==> config.mk <==
export PLATFORM = sky130hd
export DESIGN_NAME = sniff_top
export DESIGN_NICKNAME = d
export VERILOG_FILES = /design/src/rtl/sniff_pkg.sv /design/src/rtl/rmii_capture.sv /design/src/rtl/wb_arbiter.sv /design/src/rtl/capture_ram.sv /design/src/rtl/hex_dump.sv /design/src/rtl/sniff_top.sv
export SDC_FILE = /design/constraint.sdc
export NUM_CORES = 1
export LEC_CHECK = 0
export BUFFER_PORTS_ARGS = -buffer_cell sky130_fd_sc_hd__buf_4
export CAP_MARGIN = 10
export CELL_PAD_IN_SITES_DETAIL_PLACEMENT = 1
export CELL_PAD_IN_SITES_GLOBAL_PLACEMENT = 1
export CORE_MARGIN = 2
export CORE_UTILIZATION = 50
export CTS_CLUSTER_SIZE = 10
export DETAILED_ROUTE_END_ITERATION = 6
export GPL_TIMING_DRIVEN = 0
export PLACE_DENSITY = 0.77
export SLEW_MARGIN = 20
export SYNTH_ARGS = -nofsm -noshare
export SYNTH_HDL_FRONTEND = slang
export SYNTH_HIERARCHICAL = 1
export SYNTH_SLANG_ARGS = --single-unit
export TNS_END_PERCENT = 30
==> constraint.sdc <==
create_clock -name clk -period 3.9 [get_ports clk]
set_input_delay 0.78 -clock clk [delete_from_list [all_inputs] [get_ports clk]]
set_output_delay 0.78 -clock clk [all_outputs]
set_load 0.03 [all_outputs]
==> src/rtl/sniff_pkg.sv <==
// ============================
// shared constants and state types for the RMII sniffer
// capture depth is fixed here, every block follows CAP_BYTES
// RMII dibits are given as {rxd[1], rxd[0]}, rxd[0] is the earlier bit
// the capture FSM has five states, so its enum needs three bits
// ============================
package sniff_pkg;

  localparam int CAP_BYTES = 32;  // bytes stored per frame
  localparam int CAP_AW    = 5;   // log2 of CAP_BYTES

  // 0x55 preamble byte, sent LSB first, shows as 01 on every dibit
  localparam logic [1:0] DIBIT_PRE = 2'b01;
  // last dibit of the 0xD5 start-of-frame byte
  localparam logic [1:0] DIBIT_SFD = 2'b11;

  typedef enum logic [2:0]
  {
    CAP_IDLE,      // waiting for carrier with preamble
    CAP_PRE,       // inside preamble, looking for SFD
    CAP_SKIP,      // dropping leading bytes
    CAP_STORE,     // assembling and writing bytes
    CAP_WAIT_END   // full, ignored or bad frame, wait for carrier drop
  } cap_state_t;

  typedef enum logic [1:0]
  {
    DUMP_IDLE,     // nothing to send
    DUMP_REQ,      // RAM read in flight
    DUMP_HI,       // high nibble on char port
    DUMP_LO        // low nibble on char port
  } dump_state_t;

endpackage

==> src/rtl/rmii_capture.sv <==
// ============================
// RMII receive framer, listen only
// rmii inputs must be synchronous to clk (50 MHz ref clock)
// skip_bytes is sampled on the SFD dibit
// a partial byte at carrier drop is discarded, no FCS check
// frames starting while dump_busy is high are not stored
// ============================
`timescale 1ns/1ps
module rmii_capture
  import sniff_pkg::*;
(
  input  logic              clk,
  input  logic              arst_n,
  input  logic              rmii_crs_dv,
  input  logic [1:0]        rmii_rxd,
  input  logic [7:0]        skip_bytes,
  input  logic              dump_busy,
  output logic              m0_cyc,
  output logic              m0_stb,
  output logic              m0_we,
  output logic [CAP_AW-1:0] m0_adr,
  output logic [7:0]        m0_dat_w,
  input  logic              m0_ack,
  output logic              frame_done,
  output logic [5:0]        frame_len
);

  cap_state_t state_q;
  logic [1:0] dibit_cnt_q;  // dibit position within the byte
  logic [7:0] skip_cnt_q;   // bytes still to drop
  logic [5:0] byte_cnt_q;   // bytes stored so far
  logic [7:0] shift_q;      // LSB-first dibit shifter
  logic       accept_q;     // current frame is being captured
  logic       write_go;

  // fourth dibit of a stored byte
  assign write_go  = (state_q == CAP_STORE) && rmii_crs_dv && (dibit_cnt_q == 2'd3);
  assign m0_we     = m0_cyc;  // this master only writes
  assign frame_len = byte_cnt_q;

  always_ff @(posedge clk or negedge arst_n)
  begin
    if (!arst_n)
    begin
      state_q     <= CAP_IDLE;
      dibit_cnt_q <= 2'd0;
      skip_cnt_q  <= 8'd0;
      byte_cnt_q  <= 6'd0;
      accept_q    <= 1'b0;
      frame_done  <= 1'b0;
      m0_cyc      <= 1'b0;
      m0_stb      <= 1'b0;
    end
    else
    begin
      frame_done <= 1'b0;
      if (m0_ack)
      begin
        m0_cyc <= 1'b0;  // transfer done, bus released
        m0_stb <= 1'b0;
      end
      if (write_go)
      begin
        m0_cyc     <= 1'b1;
        m0_stb     <= 1'b1;
        byte_cnt_q <= byte_cnt_q + 6'd1;
      end
      if (rmii_crs_dv)
        dibit_cnt_q <= dibit_cnt_q + 2'd1;  // wraps every byte
      if (!rmii_crs_dv)
      begin
        if (accept_q)
          frame_done <= 1'b1;  // one cycle after carrier drop
        accept_q <= 1'b0;
        state_q  <= CAP_IDLE;
      end
      else
      begin
        case (state_q)
          CAP_IDLE:
            if (rmii_rxd == DIBIT_PRE)
              state_q <= CAP_PRE;
          CAP_PRE:
            if (rmii_rxd == DIBIT_SFD)
            begin
              dibit_cnt_q <= 2'd0;  // payload starts next dibit
              if (dump_busy)
                state_q <= CAP_WAIT_END;  // let it pass unstored
              else
              begin
                accept_q   <= 1'b1;
                byte_cnt_q <= 6'd0;
                skip_cnt_q <= skip_bytes;
                state_q    <= (skip_bytes == 8'd0) ? CAP_STORE : CAP_SKIP;
              end
            end
            else if (rmii_rxd != DIBIT_PRE)
              state_q <= CAP_WAIT_END;  // broken preamble
          CAP_SKIP:
            if (dibit_cnt_q == 2'd3)
            begin
              if (skip_cnt_q == 8'd1)
                state_q <= CAP_STORE;
              skip_cnt_q <= skip_cnt_q - 8'd1;
            end
          CAP_STORE:
            if (write_go && byte_cnt_q == 6'(CAP_BYTES - 1))
              state_q <= CAP_WAIT_END;  // memory full
          default: ;
        endcase
      end
    end
  end

  always_ff @(posedge clk)
  begin
    if (rmii_crs_dv)
      shift_q <= {rmii_rxd, shift_q[7:2]};  // newest dibit into top
    if (write_go)
    begin
      m0_dat_w <= {rmii_rxd, shift_q[7:2]};  // complete byte incl. 4th dibit
      m0_adr   <= byte_cnt_q[CAP_AW-1:0];
    end
  end

endmodule

==> src/rtl/wb_arbiter.sv <==
// ============================
// two-master Wishbone classic arbiter, fixed priority to m0
// grant is combinational while the bus is free, so a
// request reaches the slave in the same cycle
// an owner keeps the bus until it drops cyc
// ============================
`timescale 1ns/1ps
module wb_arbiter
  import sniff_pkg::*;
(
  input  logic              clk,
  input  logic              arst_n,
  input  logic              m0_cyc,
  input  logic              m0_stb,
  input  logic              m0_we,
  input  logic [CAP_AW-1:0] m0_adr,
  input  logic [7:0]        m0_dat_w,
  output logic              m0_ack,
  input  logic              m1_cyc,
  input  logic              m1_stb,
  input  logic [CAP_AW-1:0] m1_adr,
  output logic              m1_ack,
  output logic [7:0]        m1_dat_r,
  output logic              s_cyc,
  output logic              s_stb,
  output logic              s_we,
  output logic [CAP_AW-1:0] s_adr,
  output logic [7:0]        s_dat_w,
  input  logic              s_ack,
  input  logic [7:0]        s_dat_r
);

  logic own1_q;  // m1 held the bus last cycle
  logic gnt0, gnt1;

  // m1 keeps a running transfer, otherwise m0 wins
  assign gnt0 = m0_cyc && !(own1_q && m1_cyc);
  assign gnt1 = !gnt0 && m1_cyc;

  always_ff @(posedge clk or negedge arst_n)
  begin
    if (!arst_n)
      own1_q <= 1'b0;
    else
      own1_q <= gnt1;
  end

  assign s_cyc   = (gnt0 && m0_cyc) || (gnt1 && m1_cyc);
  assign s_stb   = (gnt0 && m0_stb) || (gnt1 && m1_stb);
  assign s_we    = gnt0 && m0_we;  // m1 is read only
  assign s_adr   = gnt0 ? m0_adr : m1_adr;
  assign s_dat_w = m0_dat_w;

  assign m0_ack   = gnt0 && s_ack;  // ack only to the owner
  assign m1_ack   = gnt1 && s_ack;
  assign m1_dat_r = s_dat_r;

endmodule

==> src/rtl/capture_ram.sv <==
// ============================
// capture memory, CAP_BYTES bytes, Wishbone classic slave
// ack one cycle after stb, single pulse per transfer
// read data is registered and valid with ack
// ============================
`timescale 1ns/1ps
module capture_ram
  import sniff_pkg::*;
(
  input  logic              clk,
  input  logic              arst_n,
  input  logic              s_cyc,
  input  logic              s_stb,
  input  logic              s_we,
  input  logic [CAP_AW-1:0] s_adr,
  input  logic [7:0]        s_dat_w,
  output logic              s_ack,
  output logic [7:0]        s_dat_r
);

  logic [7:0] mem_q [CAP_BYTES];
  logic       req;

  assign req = s_cyc && s_stb && !s_ack;  // new access this cycle

  always_ff @(posedge clk or negedge arst_n)
  begin
    if (!arst_n)
      s_ack <= 1'b0;
    else
      s_ack <= req;  // drops again after one cycle
  end

  always_ff @(posedge clk)
  begin
    if (req && s_we)
      mem_q[s_adr] <= s_dat_w;
    if (req)
      s_dat_r <= mem_q[s_adr];  // old data on a write, unused then
  end

endmodule

==> src/rtl/hex_dump.sv <==
// ============================
// dumps the captured bytes as uppercase ASCII hex
// two characters per byte, high nibble first, in byte order
// char_valid/char_data hold until char_ready
// zero-length frames produce no output
// ============================
`timescale 1ns/1ps
module hex_dump
  import sniff_pkg::*;
(
  input  logic              clk,
  input  logic              arst_n,
  input  logic              frame_done,
  input  logic [5:0]        frame_len,
  output logic              dump_busy,
  output logic              m1_cyc,
  output logic              m1_stb,
  output logic [CAP_AW-1:0] m1_adr,
  input  logic              m1_ack,
  input  logic [7:0]        m1_dat_r,
  output logic [7:0]        char_data,
  output logic              char_valid,
  output logic              char_last,
  input  logic              char_ready
);

  dump_state_t state_q;
  logic [5:0]  len_q;    // bytes in this dump
  logic [7:0]  byte_q;   // byte being printed
  logic        load_hi;
  logic        load_lo;
  logic        is_last;

  function automatic logic [7:0] hex_char(input logic [3:0] nib);
    return (nib < 4'd10) ? (8'h30 + {4'd0, nib}) : (8'h37 + {4'd0, nib});  // '0'.., 'A'..
  endfunction

  assign load_hi   = (state_q == DUMP_REQ) && m1_ack;
  assign load_lo   = (state_q == DUMP_HI) && char_ready;
  assign is_last   = ({1'b0, m1_adr} == len_q - 6'd1);
  assign dump_busy = (state_q != DUMP_IDLE);

  always_ff @(posedge clk or negedge arst_n)
  begin
    if (!arst_n)
    begin
      state_q    <= DUMP_IDLE;
      len_q      <= 6'd0;
      m1_adr     <= '0;
      m1_cyc     <= 1'b0;
      m1_stb     <= 1'b0;
      char_valid <= 1'b0;
      char_last  <= 1'b0;
    end
    else
    begin
      case (state_q)
        DUMP_IDLE:
          if (frame_done && frame_len != 6'd0)
          begin
            len_q   <= frame_len;
            m1_adr  <= '0;
            m1_cyc  <= 1'b1;  // first read
            m1_stb  <= 1'b1;
            state_q <= DUMP_REQ;
          end
        DUMP_REQ:
          if (load_hi)
          begin
            m1_cyc     <= 1'b0;
            m1_stb     <= 1'b0;
            char_valid <= 1'b1;
            state_q    <= DUMP_HI;
          end
        DUMP_HI:
          if (load_lo)
          begin
            char_last <= is_last;  // goes with the low nibble only
            state_q   <= DUMP_LO;
          end
        DUMP_LO:
          if (char_ready)
          begin
            char_valid <= 1'b0;
            char_last  <= 1'b0;
            if (char_last)
              state_q <= DUMP_IDLE;
            else
            begin
              m1_adr  <= m1_adr + 1'b1;  // next byte, only after char taken
              m1_cyc  <= 1'b1;
              m1_stb  <= 1'b1;
              state_q <= DUMP_REQ;
            end
          end
        default:
          state_q <= DUMP_IDLE;
      endcase
    end
  end

  always_ff @(posedge clk)
  begin
    if (load_hi)
    begin
      byte_q    <= m1_dat_r;
      char_data <= hex_char(m1_dat_r[7:4]);
    end
    else if (load_lo)
      char_data <= hex_char(byte_q[3:0]);
  end

endmodule

==> src/rtl/sniff_top.sv <==
// ============================
// RMII packet sniffer top, single clock domain
// clk is the 50 MHz RMII reference clock
// receive only, nothing is ever transmitted
// output is a hex character stream with valid/ready
// ============================
`timescale 1ns/1ps
module sniff_top
  import sniff_pkg::*;
(
  input  logic       clk,
  input  logic       arst_n,
  input  logic       rmii_crs_dv,
  input  logic [1:0] rmii_rxd,
  input  logic [7:0] skip_bytes,
  output logic [7:0] char_data,
  output logic       char_valid,
  output logic       char_last,
  input  logic       char_ready
);

  logic              m0_cyc, m0_stb, m0_we, m0_ack;  // framer write port
  logic [CAP_AW-1:0] m0_adr;
  logic [7:0]        m0_dat_w;
  logic              m1_cyc, m1_stb, m1_ack;         // dumper read port
  logic [CAP_AW-1:0] m1_adr;
  logic [7:0]        m1_dat_r;
  logic              s_cyc, s_stb, s_we, s_ack;      // toward the RAM
  logic [CAP_AW-1:0] s_adr;
  logic [7:0]        s_dat_w, s_dat_r;
  logic              frame_done, dump_busy;
  logic [5:0]        frame_len;

  rmii_capture u_capture (
    .clk         (clk),
    .arst_n      (arst_n),
    .rmii_crs_dv (rmii_crs_dv),
    .rmii_rxd    (rmii_rxd),
    .skip_bytes  (skip_bytes),
    .dump_busy   (dump_busy),
    .m0_cyc      (m0_cyc),
    .m0_stb      (m0_stb),
    .m0_we       (m0_we),
    .m0_adr      (m0_adr),
    .m0_dat_w    (m0_dat_w),
    .m0_ack      (m0_ack),
    .frame_done  (frame_done),
    .frame_len   (frame_len)
  );

  hex_dump u_dump (
    .clk        (clk),
    .arst_n     (arst_n),
    .frame_done (frame_done),
    .frame_len  (frame_len),
    .dump_busy  (dump_busy),
    .m1_cyc     (m1_cyc),
    .m1_stb     (m1_stb),
    .m1_adr     (m1_adr),
    .m1_ack     (m1_ack),
    .m1_dat_r   (m1_dat_r),
    .char_data  (char_data),
    .char_valid (char_valid),
    .char_last  (char_last),
    .char_ready (char_ready)
  );

  wb_arbiter u_arb (
    .clk      (clk),
    .arst_n   (arst_n),
    .m0_cyc   (m0_cyc),
    .m0_stb   (m0_stb),
    .m0_we    (m0_we),
    .m0_adr   (m0_adr),
    .m0_dat_w (m0_dat_w),
    .m0_ack   (m0_ack),
    .m1_cyc   (m1_cyc),
    .m1_stb   (m1_stb),
    .m1_adr   (m1_adr),
    .m1_ack   (m1_ack),
    .m1_dat_r (m1_dat_r),
    .s_cyc    (s_cyc),
    .s_stb    (s_stb),
    .s_we     (s_we),
    .s_adr    (s_adr),
    .s_dat_w  (s_dat_w),
    .s_ack    (s_ack),
    .s_dat_r  (s_dat_r)
  );

  capture_ram u_ram (
    .clk     (clk),
    .arst_n  (arst_n),
    .s_cyc   (s_cyc),
    .s_stb   (s_stb),
    .s_we    (s_we),
    .s_adr   (s_adr),
    .s_dat_w (s_dat_w),
    .s_ack   (s_ack),
    .s_dat_r (s_dat_r)
  );

endmodule

# Yosys cells after proc, flatten, opt, wreduce, memory -nomap -nowiden
# Memory sizes are Yosys's and may differ from the RTL's. A register that Yosys moved wholly into a read port is not among the register bits.
# Cells that the tools add are included.
# W data, S select, Z words.
# word_totals
output_inout_bits	10
ramBits	256
ff_bits	73
memories	1
wordCells	160
input_bits	14
# op_classes
mux	58
n_addsub	9
n_eq_ne	30
n_lt_le_gt_ge	2
n_reduce_logical	40
# mem_list
memory	depth	width	read_ports	rd_ports_with_merged_regs	wr	line_no	source
u_ram.mem_q	32	8	1	1	1	capture_ram.sv:21	logic [7:0] mem_q [CAP_BYTES];
# op_table
op	n
$mux W8	7
$mux W6	5
$add A6 B4 Y7 const A	4
$mux W3	8
$mux W5	4
$mux W1	19
$mux W2	8
$ne A2 B1 Y1 const B	8
$pmux W8 S2	1
$logic_and A1 B1 Y1	15
$reduce_bool A2 Y1	7
$pmux W3 S4	1
$pmux W5 S2	1
$reduce_and A5 Y1	2
$ne A3 B2 Y1 const B	3
$reduce_and A3 Y1	3
$eq A2 B2 Y1 const B	4
$eq A8 B1 Y1 const B	1
$logic_not A8 Y1	1
$lt A4 B4 Y1 const B	2
$ne A2 B2 Y1 const B	4
$pmux W2 S4	1
$reduce_and A4 Y1	2
$sub A8 B1 Y8 const B	1
22 further kinds	27

# Longest topological paths before layout
# logic_depth
word_depth	11
mapped_depth	10
depth_no_buf	8

# Modules after synthesis
# The synthesis kept the hierarchy.
# by_module_without_submodules
module	n_inst	area_per_inst_um2	cells_per_inst
capture_ram	1	10321.1	582
rmii_capture	1	1853.0	159
hex_dump	1	1646.6	163
wb_arbiter	1	267.8	30

# Worst setup path before layout
# No wires, ideal clock.
# synth_timing
path_kind	reg2reg
startpoint	register u_dump.m1_stb
endpoint	memory u_ram.mem_q[25][0] (enable)
setup_slack_ns	1.150
t_arrival_ns	2.367
path_stages_with_launch	9
setup_ns	0.383
required_time_ns	3.517
cell_sequence	dfrtp_1 -> a21boi_4 -> mux2_2 -> clkbuf_1 -> buf_2 -> buf_2 -> nor2_1 -> nand2_1 -> nor3_1
# synth_via
word_cells_on_any_way	13
cone_classes	mux: 3; reduce/logical: 10
# synth_rtl
element	line_no	source
start: declaration	hex_dump.sv:17	output logic m1_stb,
start signal: assignment	hex_dump.sv:51	m1_stb <= 1'b0;
start signal: assignment	hex_dump.sv:64	m1_stb <= 1'b1;
start signal: assignment	hex_dump.sv:71	m1_stb <= 1'b0;
$logic_and A1 B1 Y1	--	
$logic_not A1 Y1	--	
$logic_and A1 B1 Y1	--	
$mux W5	--	
via s_adr[1]	sniff_top.sv:29	logic [CAP_AW-1:0] s_adr;
end: declaration	capture_ram.sv:21	
# The timed path passes the listed nets, and every way through them passes these cells.

# Final worst setup path
# layout_timing
startpoint	register u_capture.m0_stb
endpoint	memory u_ram.mem_q[27][2] (enable)
# layout_via
elab_chain_len	9
word_cells_on_any_way	11
cone_classes	mux: 3; reduce/logical: 8
# layout_lines
element	line_no	source
start: declaration	rmii_capture.sv:19	output logic m0_stb,
start signal: assignment	rmii_capture.sv:52	m0_stb <= 1'b0;
start signal: assignment	rmii_capture.sv:60	m0_stb <= 1'b0;
start signal: assignment	rmii_capture.sv:65	m0_stb <= 1'b1;
$logic_and A1 B1 Y1	--	
$logic_not A1 Y1	--	
$logic_and A1 B1 Y1 (2 in a row)	--	
$logic_or A1 B1 Y1 (*)	wb_arbiter.sv:49	assign s_stb = (gnt0 && m0_stb) || (gnt1 && m1_stb);
via s_stb	sniff_top.sv:28	logic s_cyc, s_stb, s_we, s_ack;
$logic_and A1 B1 Y1 (*)	capture_ram.sv:24	assign req = s_cyc && s_stb && !s_ack;
via u_ram.req	capture_ram.sv:22	logic req;
$logic_and A1 B1 Y1 (*)	capture_ram.sv:36	if (req && s_we)
$mux W1 (*)	capture_ram.sv:36	
$mux W1 (implied by the code) (*)	capture_ram.sv:37	mem_q[s_adr] <= s_dat_w;
# The timed path passes the listed nets; every way through them passes the cells marked *.

==> flow_metrics.py <==
metrics = {
    "placement": {
        "gp_congestion": 0.868,
        "dp.final_hpwl_um": 22200,
        "dp_slack_ps": 313,
        "dp.cells": 1334,
        "io_buffers": 22,
    },
    "routing": {
        "routed_wl_um": 33500,
        "drc": 0,
        "drt_iter0_drc": 638,
        "wl_per_cell_um": 24.1,
        "via_per_inst": 5.95,
        "ant_nets": 0,
        "firstDrtPassIters": 5,
        "vias": 8271,
    },
    "clock_tree": {
        "clk_pin_slew_worst_paths_ps": 50,
        "h-tree-depth": 2,
        "clock-sinks": 334,
        "clk_path_buf_depth": 3,
        "clkLatencyLatePin_ps": 520,
        "post_cts_buffers": 0,
        "cts_made_buffers": 39,
        "cts_tree": "done",
        "cts_root_buffer": "clkbuf_16",
    },
    "finish": {
        "layout_common_cells": "edfxtp_1 (294), mux2i_1 (133), o22ai_1 (67)",
        "synthToLayoutAreaGrowth_pct": 12.4,
        "fillCellCount": 2634,
        "fin_cells": 1390,
        "fin_nets": 1024,
        "drive_gt1_share_pct": 14.2,
        "n_antenna_cell": 0,
        "final_common_cell": "edfxtp_1",
    },
    "synthesis": {
        "synth_fa_ha_area_share_pct": 1.15,
        "yosys.area_share.xor_xnor_pct": 0.870,
        "synthArstFlopShare_pct": 12.0,
        "synth_edf_count": 294,
        "ys_warn_count": 6,
        "synth_nets": 961,
        "syn_avg_cell_area_sq_um": 15.1,
        "synth-seq-cells": 334,
        "netlist_area_sq_mm": 0.0141,
        "synth_cell_type_count": 70,
        "synthFlopType": "edfxtp_1",
        "synth_compound_area_share_pct": 6.96,
        "synth_top_family_by_area": "multiplexers",
        "seq_area_frac_synth_pct": 69.8,
        "yosys.area_share.simple_pct": 7.62,
        "synth_mux_area_share_pct": 10.4,
        "syn_inst": 934,
    },
    "critical_path": {
        "path_cells": "a21boi_4 > a32o_1 > nand2_1 > nor2_1 > nand4_1 > nor3_2",
        "regToRegSetupSlack_ps": 200,
        "startpoint": "u_capture/m0_stb",
        "rr_worst_depth": 6,
        "regToRegStartpoint": "u_capture/m0_stb",
        "r2r_end": "u_ram/mem_q[27][2]",
        "worstPathMaxFanout": 10,
        "critPathBufInv": 0,
        "cp-end-kind": "flop",
        "startpoint_type": "flop",
        "critical_path_class": "flop to flop",
        "slowest_stage": "nor3_2",
        "path_delay_family": "simple AND/OR/NAND/NOR gates",
        "cp.required_ps": 4030,
        "cp.arrival_ps": 3830,
        "worst_path_largest_cell_delay_ps": 790,
    },
    "timing": {
        "tightest_slew_ps": 984,
        "grt_setup_unrepaired": "yes",
        "finalCritPeriodShare_pct": 94.8,
        "setup_ws_ps": 201,
        "fin_crit_ps": 3700,
        "setup_viol": 0,
        "relSlewSlack_pct": 34.3,
        "fin_setup_tns_ps": 0,
        "hold_viol": 0,
        "skew_ps": 13.9,
        "timing.fmax_mhz": 270,
        "report.final.slew_viol_count": 0,
    },
    "floorplanning": {
        "die_area_sq_mm": 0.0295,
        "pin_count": 24,
        "die_height_um": 172,
        "placementRows": 61,
        "die_w_um": 172,
        "initial_core_util_pct": 50.7,
        "coreArea_sq_mm": 0.0278,
    },
    "global_route": {
        "grt_pass1_wl_um": 51300,
        "grt_max_degree": 41,
        "grt_pass1_vias": 8715,
        "grt_remaining_overflow": 0,
        "gr-usage-all-layers_pct": 23.3,
        "antenna_found_initial": 0,
    },
    "power": {
        "p_leak_nw": 5.42,
        "ir_drop_v": 0.000313,
        "power-per-cell-area_mw_per_mm2": 632,
    },
    "outcome": {
        "status": "completed",
    },
    "min_path": {
        "min_path_type": "input port to async pin",
    },
    "run": {
        "cap_violations": 0,
    },
}
==> where the power goes <==
group	switching, mW	leakage (nW)	total (mW)	internal, mW
combinational	1.59	1.74	2.57	0.978
sequential	0.151	3.16	4.26	4.11
clock	1.29	0.524	3.18	1.89
==> Yosys cell counts (6+ instances only) <==
master    count  area [sq um]
edfxtp_1    294          8830
mux2i_1     133          1330
o22ai_1      67           419
nor2_1       58           218
dfrtp_1      40          1000
nand2_1      39           146
buf_2        23           115
inv_1        22          82.6
a21oi_1      21           105
nor4_1       21           131
buf_4        20           150
clkbuf_1     14          52.6
ha_1         13           163
nor3_1       13          65.1
o21ai_0      13          65.1
mux2_2       11           124
nand2b_1     10          62.6
nand3_1       7          35.0
xnor2_1       7          61.3
xor2_1        7          61.3
a211oi_1      6          45.0
nand4_1       6          37.5
nand4b_1      6          52.6
==> layer usage <==
metal | up-vias | GRT usage, % | part of all wire [%]
met4 | 0 | 8.55 | 3.3
met2 | 251 | 39.0 | 48
met5 | - | 0 | 0
li1 | 3727 | - | -
met1 | 4222 | 31.1 | 43
met3 | 71 | 3.57 | 5.3
==> what timing repair did <==
action                     CTS  global route
resized for setup            0             3
setup endpoints to repair    0            24
hold buffers                 0             0
==> per-stage QoR <==
| stage | hold slack (ps) | instance area [sq um] | util, % | power, mW |
|---|---|---|---|---|
| global placement | 403 | 14700 | 53.0 | 6.78 |
| finish | 236 | 15800 | 57.0 | 10.0 |
| floorplan | 400 | 14100 | - | 6.04 |
| detailed placement | 411 | 14700 | 53.1 | 6.87 |
| CTS | 254 | 15800 | 56.9 | 10.1 |
| global route | 257 | 15800 | 57.0 | 10.4 |
==> final cells by class <==
cell class / count / area (sq um) / share of cell area (%)
inverters: 22 / 82.6 / 0.521
multi-input cells: 515 / 3840 / 24.3
repair buffers: 22 / 165 / 1.04
flip-flops and latches: 334 / 9830 / 62.1
well taps: 378 / 473 / 2.99
clock inverters: 2 / 7.51 / 0.0474
clock buffers: 54 / 1070 / 6.79
plain buffers: 63 / 363 / 2.29
==> cells by family after synthesis <==
kind of cell             after synthesis
AO/OA/AOI/OAI                        143
XOR/XNOR                              14
adder cells (fa/ha/maj)               13
buffers and inverters                 85
flip-flops                           334
multiplexers                         145
other                                  1
AND/OR/NAND/NOR                      199
==> flip-flops by register name, indices dropped and copies added, names as in the netlist, 2 cells and up, named ones only <==
| register | flops |
|---|---|
| u_capture/frame_len | 6 |
| u_capture/m0_adr | 5 |
| u_capture/state_q | 3 |
| u_capture/shift_q | 6 |
| u_capture/skip_cnt_q | 8 |
| u_dump/char_data | 7 |
| u_dump/m1_adr | 5 |
| u_dump/len_q | 6 |
| u_capture/m0_dat_w | 8 |
| u_dump/state_q | 2 |
| u_dump/byte_q | 4 |
| u_ram/mem_q | 256 |
| u_ram/s_dat_r | 8 |
==> how the worst max path moves through the flow <==
stage,endpoint,slack (ps),depth (start not counted)
after floorplan,u_ram/mem_q[25][0],1150,8
after CTS,u_ram/mem_q[26][0],270,7
final,u_ram/mem_q[27][2],200,6
after global placement,u_ram/mem_q[27][0],-8,7
after detailed placement,u_ram/mem_q[3][3],310,7
after global routing,u_ram/mem_q[11][3],-70,6
(Power assumes the default switching activity.)
